File: config.mk
export PLATFORM = sky130hd
export DESIGN_NAME = lsu_top
export DESIGN_NICKNAME = d
export VERILOG_FILES = /design/src/rtl/lsu_pkg.sv /design/src/rtl/lsu_addr_gen.sv /design/src/rtl/lsu_load_queue.sv /design/src/rtl/lsu_load_format.sv /design/src/rtl/lsu_commit_arb.sv /design/src/rtl/lsu_top.sv
export SDC_FILE = /design/constraint.sdc
export NUM_CORES = 1
export LEC_CHECK = 0
export BUFFER_PORTS_ARGS = -buffer_cell sky130_fd_sc_hd__buf_2
export CELL_PAD_IN_SITES_DETAIL_PLACEMENT = 1
export CELL_PAD_IN_SITES_GLOBAL_PLACEMENT = 1
export CORE_AREA = 2 2 353 355
export DETAILED_ROUTE_END_ITERATION = 10
export DIE_AREA = 0 0 355 357
export GPL_ROUTABILITY_DRIVEN = 0
export PLACE_DENSITY_LB_ADDON = 0.1
export SLEW_MARGIN = 10
export SYNTH_ARGS = -nofsm -noshare
export SYNTH_HDL_FRONTEND = slang
export SYNTH_SLANG_ARGS = --single-unit
File: constraint.sdc
create_clock -name clk -period 11.34 [get_ports clk]
set_input_delay 2.268 -clock clk [delete_from_list [all_inputs] [get_ports clk]]
set_output_delay 2.268 -clock clk [all_outputs]
set_load 0.02 [all_outputs]
File: src/rtl/lsu_pkg.sv
package lsu_pkg;

    localparam int xlen = 32;
    localparam int word_bytes = xlen / 8;
    localparam int align_w = $clog2(word_bytes);
    localparam int nw_width = 2;
    localparam int nr_bits = 5;

    typedef logic [xlen-1:0] data_t;
    typedef logic [xlen-align_w-1:0] mem_addr_t;
    typedef logic [nw_width-1:0] wid_t;
    typedef logic [nr_bits-1:0] reg_t;

    // loads first, then stores, then fence
    typedef enum logic [3:0] {
        op_lb,
        op_lh,
        op_lw,
        op_lbu,
        op_lhu,
        op_sb,
        op_sh,
        op_sw,
        op_fence
    } lsu_op_t;

    typedef struct packed {
        wid_t               wid;
        data_t              pc;
        lsu_op_t            op;
        reg_t               rd;
        logic signed [11:0] imm;
    } lsu_hdr_t;

    typedef struct packed {
        wid_t  wid;
        data_t pc;
        reg_t  rd;
        logic  wb;
    } commit_hdr_t;

    typedef struct packed {
        logic [word_bytes-1:0] byteen;
        mem_addr_t             addr;
        data_t                 data;
    } lane_req_t;

    // per-lane part of a queued load
    typedef struct packed {
        logic [align_w-1:0] align;
    } ld_lane_meta_t;

    typedef struct packed {
        commit_hdr_t hdr;
        lsu_op_t     op;
    } ld_meta_t;

    function automatic logic is_load(lsu_op_t op);
        return op inside {op_lb, op_lh, op_lw, op_lbu, op_lhu};
    endfunction

    function automatic logic is_store(lsu_op_t op);
        return op inside {op_sb, op_sh, op_sw};
    endfunction

    // log2 of access size in bytes
    function automatic logic [1:0] op_size(lsu_op_t op);
        case (op)
            op_lb, op_lbu, op_sb: return 2'd0;
            op_lh, op_lhu, op_sh: return 2'd1;
            default:              return 2'd2;
        endcase
    endfunction

endpackage

File: src/rtl/lsu_addr_gen.sv
`timescale 1ns/1ps

module lsu_addr_gen #(
    parameter int num_lanes = 4
) (
    input  lsu_pkg::lsu_hdr_t                      hdr,
    input  lsu_pkg::data_t [num_lanes-1:0]         rs1,
    input  lsu_pkg::data_t [num_lanes-1:0]         rs2,
    input  logic [num_lanes-1:0]                   tmask,
    output lsu_pkg::lane_req_t [num_lanes-1:0]     lanes,
    output lsu_pkg::ld_lane_meta_t [num_lanes-1:0] align
);
    import lsu_pkg::*;

    logic [1:0] size;
    logic       mem_op;

    assign size = op_size(hdr.op);
    assign mem_op = is_load(hdr.op) || is_store(hdr.op);

    for (genvar i = 0; i < num_lanes; i++) begin : g_lane
        data_t              full_addr;
        logic [align_w-1:0] offset;
        logic               misaligned;

        assign full_addr = rs1[i] + data_t'(hdr.imm);
        assign offset = full_addr[align_w-1:0];

        assign lanes[i].addr = full_addr[xlen-1:align_w];
        assign align[i].align = offset;

        // store data moves up to the addressed byte lane
        assign lanes[i].data = rs2[i] << {offset, 3'b000};

        always_comb begin
            case (size)
                2'd0: lanes[i].byteen = word_bytes'(1) << offset;
                2'd1: lanes[i].byteen = word_bytes'(2'b11) << {offset[1], 1'b0};
                default: lanes[i].byteen = '1;
            endcase
        end

        always_comb begin
            case (size)
                2'd0: misaligned = 1'b0;
                2'd1: misaligned = offset[0];
                default: misaligned = |offset;
            endcase
        end

        // no split accesses in this unit
        always_comb begin
            if (tmask[i] && mem_op) begin
                assert (!misaligned)
                else $error("misaligned access, lane %0d, pc 0x%0h, addr 0x%0h, size %0d",
                            i, hdr.pc, full_addr, size);
            end
        end
    end

endmodule

File: src/rtl/lsu_load_queue.sv
`timescale 1ns/1ps

module lsu_load_queue #(
    parameter int num_lanes = 4,
    parameter int queue_depth = 4
) (
    input  logic                                   clk,
    input  logic                                   reset,
    input  logic                                   push,
    input  lsu_pkg::ld_meta_t                      push_meta,
    input  logic [num_lanes-1:0]                   push_tmask,
    input  lsu_pkg::ld_lane_meta_t [num_lanes-1:0] push_lanes,
    input  logic                                   pop,
    output lsu_pkg::ld_meta_t                      head_meta,
    output logic [num_lanes-1:0]                   head_tmask,
    output lsu_pkg::ld_lane_meta_t [num_lanes-1:0] head_lanes,
    output logic                                   full,
    output logic                                   empty
);
    import lsu_pkg::*;

    localparam int ptr_w = $clog2(queue_depth);

    typedef struct packed {
        ld_meta_t                      meta;
        logic [num_lanes-1:0]          tmask;
        ld_lane_meta_t [num_lanes-1:0] lanes;
    } entry_t;

    entry_t entries [queue_depth];

    logic [ptr_w-1:0] wr_ptr;
    logic [ptr_w-1:0] rd_ptr;
    logic [ptr_w:0]   count;

    assign full = (count == (ptr_w + 1)'(queue_depth));
    assign empty = (count == '0);

    // head is read straight out of the array
    assign head_meta = entries[rd_ptr].meta;
    assign head_tmask = entries[rd_ptr].tmask;
    assign head_lanes = entries[rd_ptr].lanes;

    always_ff @(posedge clk) begin
        if (push) begin
            entries[wr_ptr] <= '{meta: push_meta, tmask: push_tmask, lanes: push_lanes};
        end
    end

    always_ff @(posedge clk) begin
        if (reset) begin
            wr_ptr <= '0;
            rd_ptr <= '0;
            count <= '0;
        end else begin
            if (push) begin
                wr_ptr <= wr_ptr + 1'b1;
            end
            if (pop) begin
                rd_ptr <= rd_ptr + 1'b1;
            end
            case ({push, pop})
                2'b10: count <= count + 1'b1;
                2'b01: count <= count - 1'b1;
                default: count <= count;
            endcase
        end
    end

endmodule

File: src/rtl/lsu_load_format.sv
`timescale 1ns/1ps

module lsu_load_format #(
    parameter int num_lanes = 4
) (
    input  lsu_pkg::ld_meta_t                      meta,
    input  logic [num_lanes-1:0]                   tmask,
    input  lsu_pkg::ld_lane_meta_t [num_lanes-1:0] lanes,
    input  lsu_pkg::data_t [num_lanes-1:0]         rsp_data,
    output lsu_pkg::data_t [num_lanes-1:0]         lane_data
);
    import lsu_pkg::*;

    for (genvar i = 0; i < num_lanes; i++) begin : g_lane
        logic [15:0] half;
        logic [7:0]  byte_val;
        data_t       value;

        // upper half first, then the byte within it
        assign half = lanes[i].align[1] ? rsp_data[i][31:16] : rsp_data[i][15:0];
        assign byte_val = lanes[i].align[0] ? half[15:8] : half[7:0];

        always_comb begin
            case (meta.op)
                op_lb:   value = {{(xlen-8){byte_val[7]}}, byte_val};
                op_lh:   value = {{(xlen-16){half[15]}}, half};
                op_lbu:  value = {{(xlen-8){1'b0}}, byte_val};
                op_lhu:  value = {{(xlen-16){1'b0}}, half};
                default: value = rsp_data[i];
            endcase
        end

        assign lane_data[i] = tmask[i] ? value : '0;
    end

endmodule

File: src/rtl/lsu_commit_arb.sv
`timescale 1ns/1ps

module lsu_commit_arb #(
    parameter int num_lanes = 4
) (
    input  logic                           clk,
    input  logic                           reset,
    input  logic                           ld_valid,
    input  lsu_pkg::commit_hdr_t           ld_hdr,
    input  logic [num_lanes-1:0]           ld_tmask,
    input  lsu_pkg::data_t [num_lanes-1:0] ld_data,
    output logic                           ld_ready,
    input  logic                           st_valid,
    input  lsu_pkg::commit_hdr_t           st_hdr,
    input  logic [num_lanes-1:0]           st_tmask,
    output logic                           st_ready,
    output logic                           commit_valid,
    output lsu_pkg::commit_hdr_t           commit_hdr,
    output logic [num_lanes-1:0]           commit_tmask,
    output lsu_pkg::data_t [num_lanes-1:0] commit_data,
    input  logic                           commit_ready
);
    import lsu_pkg::*;

    logic                    ld_buf_valid;
    commit_hdr_t             ld_buf_hdr;
    logic [num_lanes-1:0]    ld_buf_tmask;
    data_t [num_lanes-1:0]   ld_buf_data;

    logic                    st_buf_valid;
    commit_hdr_t             st_buf_hdr;
    logic [num_lanes-1:0]    st_buf_tmask;

    logic ld_pop;
    logic st_pop;
    logic st_stalled;

    // load buffer wins whenever it holds an entry
    assign ld_pop = ld_buf_valid && commit_ready;
    assign st_pop = st_buf_valid && !ld_buf_valid && commit_ready;

    // a presented store must not be overtaken by a late load
    assign st_stalled = st_buf_valid && !ld_buf_valid && !commit_ready;

    assign ld_ready = ld_buf_valid ? ld_pop : !st_stalled;
    assign st_ready = !st_buf_valid || st_pop;

    assign commit_valid = ld_buf_valid || st_buf_valid;
    assign commit_hdr = ld_buf_valid ? ld_buf_hdr : st_buf_hdr;
    assign commit_tmask = ld_buf_valid ? ld_buf_tmask : st_buf_tmask;
    assign commit_data = ld_buf_valid ? ld_buf_data : '0;

    always_ff @(posedge clk) begin
        if (reset) begin
            ld_buf_valid <= 1'b0;
            st_buf_valid <= 1'b0;
        end else begin
            if (ld_valid && ld_ready) begin
                ld_buf_valid <= 1'b1;
            end else if (ld_pop) begin
                ld_buf_valid <= 1'b0;
            end
            if (st_valid && st_ready) begin
                st_buf_valid <= 1'b1;
            end else if (st_pop) begin
                st_buf_valid <= 1'b0;
            end
        end
    end

    always_ff @(posedge clk) begin
        if (ld_valid && ld_ready) begin
            ld_buf_hdr <= ld_hdr;
            ld_buf_tmask <= ld_tmask;
            ld_buf_data <= ld_data;
        end
        if (st_valid && st_ready) begin
            st_buf_hdr <= st_hdr;
            st_buf_tmask <= st_tmask;
        end
    end

endmodule

File: src/rtl/lsu_top.sv
`timescale 1ns/1ps

module lsu_top #(
    parameter int num_lanes = 4,
    parameter int queue_depth = 4
) (
    input  logic                               clk,
    input  logic                               reset,
    input  logic                               disp_valid,
    output logic                               disp_ready,
    input  lsu_pkg::lsu_hdr_t                  disp_hdr,
    input  logic [num_lanes-1:0]               disp_tmask,
    input  lsu_pkg::data_t [num_lanes-1:0]     disp_rs1,
    input  lsu_pkg::data_t [num_lanes-1:0]     disp_rs2,
    output logic                               mem_req_valid,
    output logic                               mem_req_rw,
    output logic [num_lanes-1:0]               mem_req_mask,
    output lsu_pkg::lane_req_t [num_lanes-1:0] mem_req_lanes,
    input  logic                               mem_req_ready,
    input  logic                               mem_rsp_valid,
    input  lsu_pkg::data_t [num_lanes-1:0]     mem_rsp_data,
    output logic                               mem_rsp_ready,
    output logic                               commit_valid,
    output lsu_pkg::commit_hdr_t               commit_hdr,
    output logic [num_lanes-1:0]               commit_tmask,
    output lsu_pkg::data_t [num_lanes-1:0]     commit_data,
    input  logic                               commit_ready
);
    import lsu_pkg::*;

    logic disp_is_load, disp_is_store, disp_is_fence;
    logic disp_fire, rsp_fire;
    logic q_full, q_empty;
    logic ld_ready, st_ready;

    ld_lane_meta_t [num_lanes-1:0] req_align, head_lanes;
    ld_meta_t                      push_meta, head_meta;
    logic [num_lanes-1:0]          head_tmask;
    data_t [num_lanes-1:0]         ld_data;
    commit_hdr_t                   st_hdr;

    assign disp_is_load = is_load(disp_hdr.op);
    assign disp_is_store = is_store(disp_hdr.op);
    assign disp_is_fence = (disp_hdr.op == op_fence);

    // request goes out only when the matching side has room
    assign mem_req_valid = disp_valid && ((disp_is_load && !q_full) || (disp_is_store && st_ready));
    assign mem_req_rw = disp_is_store;
    assign mem_req_mask = disp_tmask;

    always_comb begin
        if (disp_is_load || disp_is_store) begin
            disp_ready = mem_req_valid && mem_req_ready;
        end else if (disp_is_fence) begin
            // fence waits for every load to return
            disp_ready = q_empty && st_ready;
        end else begin
            disp_ready = 1'b0;
        end
    end

    assign disp_fire = disp_valid && disp_ready;
    assign mem_rsp_ready = ld_ready && !q_empty;
    assign rsp_fire = mem_rsp_valid && mem_rsp_ready;

    assign push_meta = '{hdr: '{wid: disp_hdr.wid, pc: disp_hdr.pc, rd: disp_hdr.rd, wb: 1'b1},
                         op: disp_hdr.op};
    assign st_hdr = '{wid: disp_hdr.wid, pc: disp_hdr.pc, rd: '0, wb: 1'b0};

    lsu_addr_gen #(.num_lanes(num_lanes)) addr_gen_inst (
        .hdr   (disp_hdr),
        .rs1   (disp_rs1),
        .rs2   (disp_rs2),
        .tmask (disp_tmask & {num_lanes{disp_valid}}),
        .lanes (mem_req_lanes),
        .align (req_align)
    );

    lsu_load_queue #(.num_lanes(num_lanes), .queue_depth(queue_depth)) load_queue_inst (
        .clk        (clk),
        .reset      (reset),
        .push       (disp_fire && disp_is_load),
        .push_meta  (push_meta),
        .push_tmask (disp_tmask),
        .push_lanes (req_align),
        .pop        (rsp_fire),
        .head_meta  (head_meta),
        .head_tmask (head_tmask),
        .head_lanes (head_lanes),
        .full       (q_full),
        .empty      (q_empty)
    );

    lsu_load_format #(.num_lanes(num_lanes)) load_format_inst (
        .meta      (head_meta),
        .tmask     (head_tmask),
        .lanes     (head_lanes),
        .rsp_data  (mem_rsp_data),
        .lane_data (ld_data)
    );

    lsu_commit_arb #(.num_lanes(num_lanes)) commit_arb_inst (
        .clk          (clk),
        .reset        (reset),
        .ld_valid     (rsp_fire),
        .ld_hdr       (head_meta.hdr),
        .ld_tmask     (head_tmask),
        .ld_data      (ld_data),
        .ld_ready     (ld_ready),
        .st_valid     (disp_fire && (disp_is_store || disp_is_fence)),
        .st_hdr       (st_hdr),
        .st_tmask     (disp_tmask),
        .st_ready     (st_ready),
        .commit_valid (commit_valid),
        .commit_hdr   (commit_hdr),
        .commit_tmask (commit_tmask),
        .commit_data  (commit_data),
        .commit_ready (commit_ready)
    );

endmodule

==> results_dict.tcl <==
set metrics [dict create \
    status "complete, no violations" \
    skew_ns 0.0198 \
    async_reset_ff_share_pct 0 \
    drv_cap 0 \
    placedCellCount 4932 \
    final_layout_size_suffix_gt1_share_pct 33.6 \
    endpoint_kind "primary output" \
    cts_tree "built" \
    detail_route.vias_per_cell 4.72 \
    nets 3926 \
    instances_no_fill 5035 \
    die_w_um 355 \
    syn-instance-count 2525 \
    maxSlewViolCount 0 \
    cp_max_fo 5 \
    grt_pass1_wl_um 175000 \
    rsz0062_at_grt "no" \
    grt_max_degree 81 \
    firstDrtPassIters 5 \
    grt_pass1_vias 25292 \
    avgSynthCellArea_sq_um 10.8 \
    clk_latency_ns 0.61 \
    areaGrowthSynthToFinish_pct 28.4 \
    hp-class "reg -> reg" \
    finalCritPeriodShare_pct 72.0 \
    fmax_ghz 0.122 \
    final_cell_area_sq_mm 0.0351 \
    start_kind "input port" \
    ys_seq_area_share_pct 47.9 \
    h-tree-depth 2 \
    dp_hpwl_um 95300 \
    synth_warnings 0 \
    synth_cell_types 82 \
    totalPowerFinal_mw 4.76 \
    crit_path_cell_trace "buf_2 > ha_1 > a211oi_1 > o211ai_1 > a41oi_1 > o311ai_0 > a21oi_1 > nand3_1 > a31o_2 > a21oi_1 > xnor2_1 > buf_2" \
    synth_ff_type "edfxtp_1" \
    drc 0 \
    cts_made_buffers 46 \
    p_leak_nw 14.5 \
    wl_per_cell_um 24.4 \
    die_area_sq_mm 0.127 \
    io-pin-count 894 \
    arrival_ns 5.90 \
    synth_edf_count 429 \
    grt.overflow.total 0 \
    track_usage_pct 18.5 \
    cts_root_buffer "clkbuf_16" \
    grt_antenna_before_repair 67 \
    setup_viol 0 \
    drt-initial-drc-count 1002 \
    cp_top_family "compound AO/OA/AOI/OAI gates" \
    place_ws_ns 3.21 \
    crit_type "in -> out" \
    power.density_mw_per_mm2 136 \
    ir_drop_uv 125 \
    ys_seq_elements 440 \
    drt_wl_total_um 123000 \
    synth_fp_nets 3108 \
    via_count 23778 \
    start_util_pct 22.3 \
    core_sq_mm 0.123 \
    placed_area_sq_mm 0.0335 \
    worst_pin_slew_ns 1.11 \
    slew_headroom_pct 25.8 \
    fin_ws_ns 3.18 \
    final_hold_viol_count 0 \
    netlist_area_sq_mm 0.0274 \
    critical-path-max-stage-delay_ns 0.63 \
    die_height_um 357 \
    cts_buffer_depth 3 \
    portBuffers 893 \
    post_cts.repair.setup_buffers 0 \
    ant_nets 0 \
    critical_path.slowest_cell "a41oi_1" \
    rows 129 \
    ctsHoldBuffers 0 \
    final.min_clock_period_ns 8.16 \
    tns_ns 0 \
    crit_buf_inv 2 \
    cts_sinks 440 \
    cts_resized 0 \
    clkTransAtPathRegs_ns 0.06 \
    worstPathRequired_ns 9.07 \
]
-- power by group --
| group | switching, mW | internal, mW | total, mW |
|---|---|---|---|
| sequential | 0.00911 | 1.81 | 1.82 |
| combinational | 0.887 | 0.461 | 1.35 |
| clock | 0.685 | 0.907 | 1.59 |
| total | 1.58 | 3.18 | 4.76 |
-- area by class of cell --
class | instances | area [sq um]
multi-input combinational | 1898 | 13600
inverter | 44 | 165
clock buffer | 58 | 1220
timing repair buffer | 913 | 4620
antenna | 18 | 45.0
tap | 1637 | 2050
sequential | 440 | 13100
clock inverter | 27 | 340
fill | 14095 | 87900
-- layout by cell type, fill, tap and decap left out, types with 17 or more instances in the layout --
cell type,n
o21a_1,29
xor2_1,44
a211oi_1,45
nor2b_1,48
diode_2,18
a21oi_1,297
a21o_1,58
a31oi_1,18
inv_1,44
nand4_1,17
ha_1,125
nor2_1,146
mux2_2,42
xnor2_1,82
mux2i_1,131
o21ai_0,135
mux4_2,51
nand2_1,219
buf_2,892
nand3_1,42
edfxtp_1,429
clkbuf_16,47
and2_1,175
buf_4,21
-- path summary, 6_finish.rpt --
check	to	slack [ns]	cells after the start	from
max	mem_req_lanes[190]	3.18	12	disp_hdr[7]
min	load_queue_inst.count[1]	0.54	2	load_queue_inst.count[1]
max reg2reg	commit_arb_inst.ld_buf_data[18]	7.62	6	flip-flop
min reg2reg	load_queue_inst.count[1]	0.54	2	load_queue_inst.count[1]
-- sequential cells by signal, summed over array words and instances, names as in the netlist, named ones only --
register and flops:
load_queue_inst.wr_ptr 2, commit_arb_inst.st_buf_tmask 4, load_queue_inst.entries 220, commit_arb_inst.st_buf_valid 1
commit_arb_inst.ld_buf_hdr 39, load_queue_inst.count 3, commit_arb_inst.ld_buf_tmask 4, commit_arb_inst.ld_buf_valid 1
commit_arb_inst.st_buf_hdr 34, load_queue_inst.rd_ptr 2, commit_arb_inst.ld_buf_data 128
-- tightest hold or removal path, cell delays in order (launching register included) --
cell     delay, ns
dfxtp_1       0.35
a21oi_1       0.08
nor2_1        0.07
-- logic make-up (layout without fill, tap and decap cells) --
kind of cell               count (synthesis)  count (layout)  share of synthesized area, %
other                                      0              18                             0
muxes                                    224             224                          10.7
xor gates and xnor gates                 126             126                          4.03
and+or+nand+nor                          714             714                          12.8
DFF                                      440             440                          47.9
AOI/OAI and AO/OA                        700             700                          15.5
adders and majority gates                134             134                          6.26
buffers and inverters                    187            1042                          2.81
-- cell usage after synthesis (21+ instances only) --
master / number / share of area, %
a21o_1: 58 / 1.6
nand2_1: 219 / 3.0
buf_1: 21 / 0.29
mux4_2: 51 / 4.2
nor2b_1: 49 / 1.1
xor2_1: 44 / 1.4
xnor2_1: 82 / 2.6
a21oi_1: 298 / 5.4
mux2i_1: 131 / 4.8
inv_1: 44 / 0.60
nand3_1: 42 / 0.77
ha_1: 129 / 5.9
a211oi_1: 45 / 1.2
and2_1: 180 / 4.1
o21a_1: 29 / 0.80
o21ai_0: 135 / 2.5
clkbuf_1: 97 / 1.3
nor2_1: 146 / 2.0
mux2_2: 42 / 1.7
edfxtp_1: 429 / 47
-- per-stage QoR --
step | hold slack (ns) | util (%)
5_1_grt | 0.590 | 28.6
6_report | 0.542 | 28.6
4_1_cts | 0.542 | 28.5
2_1_floorplan | 0.467 | -
3_5_place_dp | 0.521 | 27.3
3_3_place_gp | 0.485 | 27.3
-- routing by layer --
layer / global-route usage (%) / wire, um / up-vias
li1: - / - / 11049
met1: 21.8 / 49300 / 11806
met2: 33.5 / 62400 / 689
met3: 4.53 / 7520 / 192
met4: 4.81 / 3160 / 42
met5: 0 / 277 / -
No activity file was read; power rests on OpenSTA's default activity.
